$ cat config.mk
export PLATFORM = sky130hd
export DESIGN_NAME = uart_top
export DESIGN_NICKNAME = d
export VERILOG_FILES = /design/src/verilog/uart_pkg.sv /design/src/verilog/baud_tick_gen.sv /design/src/verilog/uart_tx.sv /design/src/verilog/uart_rx.sv /design/src/verilog/uart_top.sv
export VERILOG_INCLUDE_DIRS = /design/src /design/src/verilog
export SDC_FILE = /design/constraint.sdc
export NUM_CORES = 1
export LEC_CHECK = 0
export BUFFER_PORTS_ARGS = -buffer_cell sky130_fd_sc_hd__buf_2
export CAP_MARGIN = 20
export CELL_PAD_IN_SITES_DETAIL_PLACEMENT = 1
export CELL_PAD_IN_SITES_GLOBAL_PLACEMENT = 2
export CORE_MARGIN = 4
export CORE_UTILIZATION = 40
export DETAILED_ROUTE_END_ITERATION = 10
export PLACE_DENSITY = 0.8
export SYNTH_ARGS = -nofsm -noshare
export SYNTH_HDL_FRONTEND = slang
export SYNTH_SLANG_ARGS = --single-unit
$ cat constraint.sdc
create_clock -name clk_in -period 2.5 [get_ports clk_in]
set_input_delay 0.25 -clock clk_in [delete_from_list [all_inputs] [get_ports clk_in]]
set_output_delay 0.25 -clock clk_in [all_outputs]
set_load 0.02 [all_outputs]
$ cat src/verilog/uart_defines.svh
`ifndef UART_DEFINES_SVH
`define UART_DEFINES_SVH

// baud timing for the whole subsystem
// one bit lasts UART_OS_DIV * UART_OS_RATE clocks, 64 with the values below

// clock cycles between two oversample ticks
`define UART_OS_DIV 4

// oversample ticks per bit on the line, the rx mid-bit point is half of this
`define UART_OS_RATE 16

// data bits per 8N1 frame, sent and received lsb first
`define UART_DATA_BITS 8

`endif

$ cat src/verilog/uart_pkg.sv
package uart_pkg;

	// transmitter states, same order as the classic four-state tx machine
	typedef enum logic [1:0] {
		TX_IDLE  = 2'b00, // line held high, waiting for a request
		TX_START = 2'b01, // byte captured, start bit goes out on the next bit tick
		TX_DATA  = 2'b10, // data bits shifted out lsb first
		TX_STOP  = 2'b11  // stop bit on the line, done is high here
	} uart_tx_state_t;

	// receiver states
	typedef enum logic [1:0] {
		RX_IDLE  = 2'b00, // hunting for a falling edge on the line
		RX_START = 2'b01, // edge seen, waiting for the middle of the start bit
		RX_DATA  = 2'b10, // sampling data bits in their middle
		RX_STOP  = 2'b11  // waiting for the middle of the stop bit
	} uart_rx_state_t;

	// what the receiver reports for each frame
	typedef struct packed {
		logic [7:0] data;      // received byte
		logic       frame_err; // stop bit was sampled low
	} uart_rx_result_t;

endpackage

$ cat src/verilog/baud_tick_gen.sv
`timescale 1ns/100ps
`include "uart_defines.svh"

module baud_tick_gen (
	input  logic clk_in,
	input  logic arst_n,
	output logic os_tick,
	output logic bit_tick
);

	localparam int DIV_W = (`UART_OS_DIV > 1) ? $clog2(`UART_OS_DIV) : 1; // wide enough for div-1
	localparam int PH_W = $clog2(`UART_OS_RATE); // 4 bits for 16x oversampling
	localparam logic [DIV_W-1:0] DIV_RELOAD = DIV_W'(`UART_OS_DIV - 1); // period of div_cnt is UART_OS_DIV
	localparam logic [PH_W-1:0] PH_LAST = PH_W'(`UART_OS_RATE - 1); // last os tick of a bit

	logic [DIV_W-1:0] div_cnt; // clock down-counter
	logic [PH_W-1:0] os_cnt; // counts os ticks, wraps once per bit
	logic div_zero; // down-counter reached the end of its period

	assign div_zero = (div_cnt == '0);

	always_ff @(posedge clk_in or negedge arst_n) begin
		if (!arst_n) begin
			div_cnt <= DIV_RELOAD;
			os_cnt <= '0;
			os_tick <= 1'b0;
			bit_tick <= 1'b0;
		end else begin
			os_tick <= div_zero; // one clock wide, once per UART_OS_DIV clocks
			bit_tick <= div_zero && (os_cnt == PH_LAST); // shares the cycle of every 16th os tick
			if (div_zero) begin
				div_cnt <= DIV_RELOAD;
				os_cnt <= os_cnt + 1'b1; // wraps to zero after PH_LAST
			end else begin
				div_cnt <= div_cnt - 1'b1;
			end
		end
	end

	// the tx and rx blocks both assume a bit tick is also an os tick
	bit_tick_on_os_tick: assert property (@(posedge clk_in) disable iff (!arst_n)
		bit_tick |-> os_tick)
		else $error("bit_tick without os_tick");

endmodule

$ cat src/verilog/uart_tx.sv
`timescale 1ns/100ps
`include "uart_defines.svh"

module uart_tx (
	input  logic       clk_in,
	input  logic       arst_n,
	input  logic       bit_tick,
	input  logic       tx_req,
	input  logic [7:0] tx_data,
	output logic       tx,
	output logic       busy,
	output logic       done
);

	localparam int CNT_W = $clog2(`UART_DATA_BITS + 1); // counts 0 to UART_DATA_BITS
	localparam logic [CNT_W-1:0] BIT_END = CNT_W'(`UART_DATA_BITS); // all data bits are out

	uart_pkg::uart_tx_state_t state; // frame position
	logic [7:0] shreg; // captured byte, bit 0 is the next one on the line
	logic [CNT_W-1:0] bit_cnt; // data bits already put on the line

	// control path, everything here moves on bit_tick except the capture in idle
	always_ff @(posedge clk_in or negedge arst_n) begin
		if (!arst_n) begin
			state <= uart_pkg::TX_IDLE;
			bit_cnt <= '0;
			tx <= 1'b1; // line idles high
		end else begin
			case (state)
				uart_pkg::TX_IDLE: begin
					if (tx_req) begin // request is a level, sampled only while idle
						state <= uart_pkg::TX_START;
						bit_cnt <= '0;
					end
				end
				uart_pkg::TX_START: begin
					if (bit_tick) begin
						tx <= 1'b0; // start bit
						state <= uart_pkg::TX_DATA;
					end
				end
				uart_pkg::TX_DATA: begin
					if (bit_tick) begin
						if (bit_cnt == BIT_END) begin
							tx <= 1'b1; // last data bit has had its full period, stop bit begins
							state <= uart_pkg::TX_STOP;
						end else begin
							tx <= shreg[0]; // lsb first
							bit_cnt <= bit_cnt + 1'b1;
						end
					end
				end
				uart_pkg::TX_STOP: begin
					if (bit_tick) begin
						state <= uart_pkg::TX_IDLE; // stop bit held for one whole bit
					end
				end
				default: begin
					tx <= 1'b1;
					state <= uart_pkg::TX_IDLE;
				end
			endcase
		end
	end

	// payload shifter, loaded on the accepted request and shifted with each data bit
	always_ff @(posedge clk_in) begin
		if (state == uart_pkg::TX_IDLE && tx_req) begin
			shreg <= tx_data;
		end else if (state == uart_pkg::TX_DATA && bit_tick) begin
			shreg <= shreg >> 1;
		end
	end

	assign busy = (state != uart_pkg::TX_IDLE); // rises the cycle after the request is taken
	assign done = (state == uart_pkg::TX_STOP); // falls exactly when busy falls

	// a frame must always leave the line released
	tx_high_when_idle: assert property (@(posedge clk_in) disable iff (!arst_n)
		(state == uart_pkg::TX_IDLE) |-> tx)
		else $error("tx low while idle");

	// the stop bit is on the line for the whole time done is high
	done_within_busy: assert property (@(posedge clk_in) disable iff (!arst_n)
		done |-> (busy && tx))
		else $error("done without busy or a high stop bit");

endmodule

$ cat src/verilog/uart_rx.sv
`timescale 1ns/100ps
`include "uart_defines.svh"

module uart_rx (
	input  logic                     clk_in,
	input  logic                     arst_n,
	input  logic                     os_tick,
	input  logic                     rx,
	output logic                     rx_valid,
	output uart_pkg::uart_rx_result_t rx_result
);

	localparam int PH_W = $clog2(`UART_OS_RATE);
	localparam logic [PH_W-1:0] PH_MID = PH_W'(`UART_OS_RATE / 2 - 1); // 8th os tick after the edge
	localparam logic [PH_W-1:0] PH_LAST = PH_W'(`UART_OS_RATE - 1); // 16th os tick, one bit later
	localparam logic [2:0] IDX_LAST = 3'(`UART_DATA_BITS - 1);

	uart_pkg::uart_rx_state_t state;
	logic rx_meta; // first synchronizer stage
	logic rx_sync; // line as seen by the state machine
	logic rx_last; // rx_sync at the previous os tick, for edge detection
	logic [PH_W-1:0] phase; // os ticks since the last sample point
	logic [2:0] bit_idx; // data bit being received
	logic [7:0] shreg; // bits arrive lsb first and move down from the top
	logic bit_point; // this os tick is the middle of a data or stop bit

	assign bit_point = os_tick && (phase == PH_LAST);

	// two-flop synchronizer, the line idles high
	always_ff @(posedge clk_in or negedge arst_n) begin
		if (!arst_n) begin
			rx_meta <= 1'b1;
			rx_sync <= 1'b1;
		end else begin
			rx_meta <= rx;
			rx_sync <= rx_meta;
		end
	end

	always_ff @(posedge clk_in or negedge arst_n) begin
		if (!arst_n) begin
			state <= uart_pkg::RX_IDLE;
			rx_last <= 1'b1;
			phase <= '0;
			bit_idx <= '0;
			rx_valid <= 1'b0;
			rx_result <= '0;
		end else begin
			rx_valid <= 1'b0; // single-cycle pulse
			if (os_tick) begin
				rx_last <= rx_sync; // a low stop bit must rise again before the next start counts
			end
			case (state)
				uart_pkg::RX_IDLE: begin
					if (os_tick && rx_last && !rx_sync) begin // falling edge
						state <= uart_pkg::RX_START;
						phase <= '0;
					end
				end
				uart_pkg::RX_START: begin
					if (os_tick) begin
						if (phase == PH_MID) begin
							phase <= '0;
							bit_idx <= '0;
							// a line that is high again in mid start bit was only a glitch
							state <= rx_sync ? uart_pkg::RX_IDLE : uart_pkg::RX_DATA;
						end else begin
							phase <= phase + 1'b1;
						end
					end
				end
				uart_pkg::RX_DATA: begin
					if (os_tick) begin
						phase <= phase + 1'b1; // wraps to zero at each sample point
					end
					if (bit_point) begin
						if (bit_idx == IDX_LAST) begin
							state <= uart_pkg::RX_STOP;
						end else begin
							bit_idx <= bit_idx + 1'b1;
						end
					end
				end
				uart_pkg::RX_STOP: begin
					if (os_tick) begin
						phase <= phase + 1'b1;
					end
					if (bit_point) begin
						rx_result.data <= shreg; // overwrites the previous byte, nothing is buffered
						rx_result.frame_err <= !rx_sync; // stop bit must be high
						rx_valid <= 1'b1;
						state <= uart_pkg::RX_IDLE;
					end
				end
				default: begin
					state <= uart_pkg::RX_IDLE;
				end
			endcase
		end
	end

	// payload shifter, one bit per data sample point
	always_ff @(posedge clk_in) begin
		if (state == uart_pkg::RX_DATA && bit_point) begin
			shreg <= {rx_sync, shreg[7:1]};
		end
	end

	// frames are 160 os ticks apart at least, so a pulse can never stretch
	rx_valid_one_cycle: assert property (@(posedge clk_in) disable iff (!arst_n)
		rx_valid |=> !rx_valid)
		else $error("rx_valid high for two cycles");

endmodule

$ cat src/verilog/uart_top.sv
`timescale 1ns/100ps

module uart_top (
	input  logic                      clk_in,
	input  logic                      arst_n,
	input  logic                      tx_req,
	input  logic [7:0]                tx_data,
	output logic                      tx,
	output logic                      tx_busy,
	output logic                      tx_done,
	input  logic                      rx,
	output logic                      rx_valid,
	output uart_pkg::uart_rx_result_t rx_result
);

	logic os_tick; // 16x bit rate strobe, used by the receiver
	logic bit_tick; // bit rate strobe, used by the transmitter

	// one tick source shared by both directions
	baud_tick_gen tick_gen_i (
		.clk_in   (clk_in),
		.arst_n   (arst_n),
		.os_tick  (os_tick),
		.bit_tick (bit_tick)
	);

	uart_tx tx_i (
		.clk_in   (clk_in),
		.arst_n   (arst_n),
		.bit_tick (bit_tick),
		.tx_req   (tx_req),
		.tx_data  (tx_data),
		.tx       (tx),
		.busy     (tx_busy),
		.done     (tx_done)
	);

	// rx aligns to the received start edge, so it only takes the fast tick
	uart_rx rx_i (
		.clk_in    (clk_in),
		.arst_n    (arst_n),
		.os_tick   (os_tick),
		.rx        (rx),
		.rx_valid  (rx_valid),
		.rx_result (rx_result)
	);

endmodule

==> flow_summary.yaml <==
status:
  status: "finished, final reports clean"
setup_path:
  arrival_ps: 1980
  rr_startpoint: "tx_i.state[0]$_DFFE_PN0P_"
  cp_max_fo: 8
  start_kind: "flip-flop"
  crit_family: "flip-flops"
  critPathKind: "flip-flop to flip-flop"
  endpoint_kind: "flip-flop"
  critPathBufInv: 1
  slowest_stage: "dfrtp_1"
  path_cells: "inv_1 > ha_1 > nor3_1 > o22ai_1 > nor2_1 > mux2_2"
  cp_data_required_time_ps: 2700
  cp-startpoint: "tx_i.state[0]$_DFFE_PN0P_"
  crit_path_max_incr_delay_ps: 410
routing:
  vias_per_cell: 5.11
  antenna_left: 0
  drtIter0Drc: 31
  routed_wl_um: 4170
  drt-pass1-iter-count: 4
  vias: 1395
  wl_per_cell_um: 15.3
  drc_errors: 0
global_routing:
  grt_pass1_wl_um: 7040
  grt_max_degree: 38
  grt_pass1_vias: 1479
  grtUsageMet2_pct: 21.0
  globalRouteTotalUtil_pct: 12.4
  gr-total-overflow: 0
  busiest_layer: "met2"
  antenna_found_initial: 0
  grt_use_met1_pct: 14.9
  gr-usage-met3_pct: 3.79
yosys:
  synthDistinctLibCells: 38
  synth_flop_cell: "dfrtp_1"
  syn_inst: 174
  ys_top_cells_by_area: "dfrtp_1 (33%), edfxtp_1 (20%), dfstp_2 (6.7%), ha_1 (6.3%), mux2_2 (5.7%)"
  synth_edf_count: 16
  synth_area_leader_cell: "dfrtp_1"
  synth_warnings: 0
  syn_area_um2: 2370
  synth.top_cells.by_count: "dfrtp_1 (31), edfxtp_1 (16), inv_1 (13)"
  synth_top_area_share_pct: 32.8
  syn_nets: 198
  seq_area_frac_synth_pct: 59.7
  async_flop_share_pct: 69.8
  syn_avg_cell_area_um2: 13.6
  yosysMostFrequentCell: "dfrtp_1"
  synth-seq-cells: 53
sta:
  max_freq_mhz: 564
  rsz0062_at_grt: "false"
  fin_crit_sh_pct: 70.9
  fin_crit_ps: 1770
  maxSlewViolCount: 0
  fin_tns_setup_ps: 0
  worst_pin_slew_ps: 835
  finalWorstSetupSlack_ps: 727
  setup_viol: 0
  fin_skew_ps: 7.44
  slew_headroom_pct: 44.3
  finalHoldViolations: 0
die:
  die_y_um: 85.0
  core_area_um2: 5610
  die-area_um2: 7220
  start_util_pct: 42.2
  rows: 27
  io_pins: 25
  fp.dieW_um: 85.0
cells_and_area:
  n_fill_cell: 614
  area_growth_pct: 11.1
  num_antenna_cells: 0
  final_net_count: 224
  fin_util_pct: 46.9
  final_cell_count_no_fill: 273
  drive_above_1_share_pct: 33.3
cts:
  cts_hold_buf: 0
  clockBufferDepth: 2
  cts_root_buffer: "clkbuf_8"
  cts_buffers: 5
  cts.htree.levels: 2
  post_cts_buffers: 0
  cts_resized: 0
  cts_tree: "built"
  cts_sinks: 53
  clkLatencyLatePin_ps: 310
  clk_pin_slew_ps: 100
power_and_ir_drop:
  power_density_nw_per_um2: 832
  ir_drop_mv: 0.323
  leakagePower_nw: 1.21
  total_power_mw: 2.19
hold_path:
  hp-class: "input port to asynchronous set/reset pin"
placement:
  pre_cts_ws_ps: 736
  dp.cells: 265
  io_buffers: 24
  place.gp.congestion: 0.759
  hpwl_um: 2990
job:
  max-cap-violations: 0
[layout by cell type (no fill, tap or decap), types with 4 or more instances in the layout]
cell      count
clkbuf_8      5
xnor2_1       4
nand3_1       5
dfrtp_1      31
o21ai_0       9
mux2_2       12
nand2_1      12
ha_1         12
edfxtp_1     16
dfstp_2       6
nor2_1        5
mux2_4        7
nor3_1        4
buf_2        24
inv_1        13
[metrics by stage]
stage,hold slack [ps],area (µm²)
final,29.0,2630
after global routing,6.54,2630
after CTS,16.5,2630
after detailed placement,351,2540
after global placement,346,2540
after floorplan,-45.6,2370
[metal layers]
layer / part of all wire [%] / routed length, µm / vias to the layer above
met2: 51 / 2120 / 24
li1: - / - / 664
met3: 4.3 / 179 / 6
met1: 43 / 1810 / 701
met5: 0 / 0 / -
met4: 1.6 / 66 / 0
[final cells by class]
cell class	count	area, µm²	area share [%]
Clock buffer	5	68.8	2.62
Clock inverter	3	26.3	0.999
Inverter	13	48.8	1.85
Multi-Input combinational cell	102	856	32.5
Sequential cell	53	1410	53.7
Tap cell	72	90.1	3.42
Timing Repair Buffer	25	128	4.85
[state kept, by name, indices dropped and copies added, names as in the netlist, named ones only]
register,count
rx_i.rx_result,9
rx_i.shreg,8
tx_i.shreg,8
rx_i.phase,4
tick_gen_i.os_cnt,4
tx_i.bit_cnt,4
rx_i.bit_idx,3
tick_gen_i.div_cnt,2
tx_i.state,2
rx_i.rx_last,1
rx_i.rx_meta,1
rx_i.rx_sync,1
rx_i.rx_valid,1
rx_i.state,1
tick_gen_i.bit_tick,1
tick_gen_i.os_tick,1
tx_i.tx,1
[path summary, 6_finish.rpt]
path                                          endpoint  slack, ps  cells past startpoint
hold / removal             rx_i.bit_idx[1]$_DFFE_PN0P_         30                      1
max in group asynchronous  rx_i.bit_idx[2]$_DFFE_PN0P_       1940                      1
setup reg to reg             tx_i.state[1]$_DFFE_PN0P_        730                      6
min in group clk_in             rx_i.rx_meta$_DFF_PN1_         30                      1
hold reg to reg                 rx_i.rx_sync$_DFF_PN1_        360                      0
setup / recovery             tx_i.state[1]$_DFFE_PN0P_        730                      6
[where the power goes]
group / leakage [nW] / switching [mW] / total, mW / internal, mW
Clock: 0.0487 / 0.301 / 0.506 / 0.205
Sequential: 0.602 / 0.121 / 1.13 / 1.01
Combinational: 0.561 / 0.304 / 0.555 / 0.251
[cells by family (layout without fill, tap and decap cells)]
logic type	after synthesis	after routing	synth area share [%]
mux	21	21	11.0
compound gates	22	22	6.18
fa+ha+maj	12	12	6.34
flops	53	53	59.7
buf+inv	19	46	4.17
xor+xnor	6	6	2.22
simple gates	41	41	10.4
[worst register-to-register path, stage by stage (launching register included)]
cell,delay [ps]
dfrtp_1,410
inv_1,100
ha_1,310
nor3_1,220
o22ai_1,120
nor2_1,170
mux2_2,350
(Power assumes the default switching activity.)
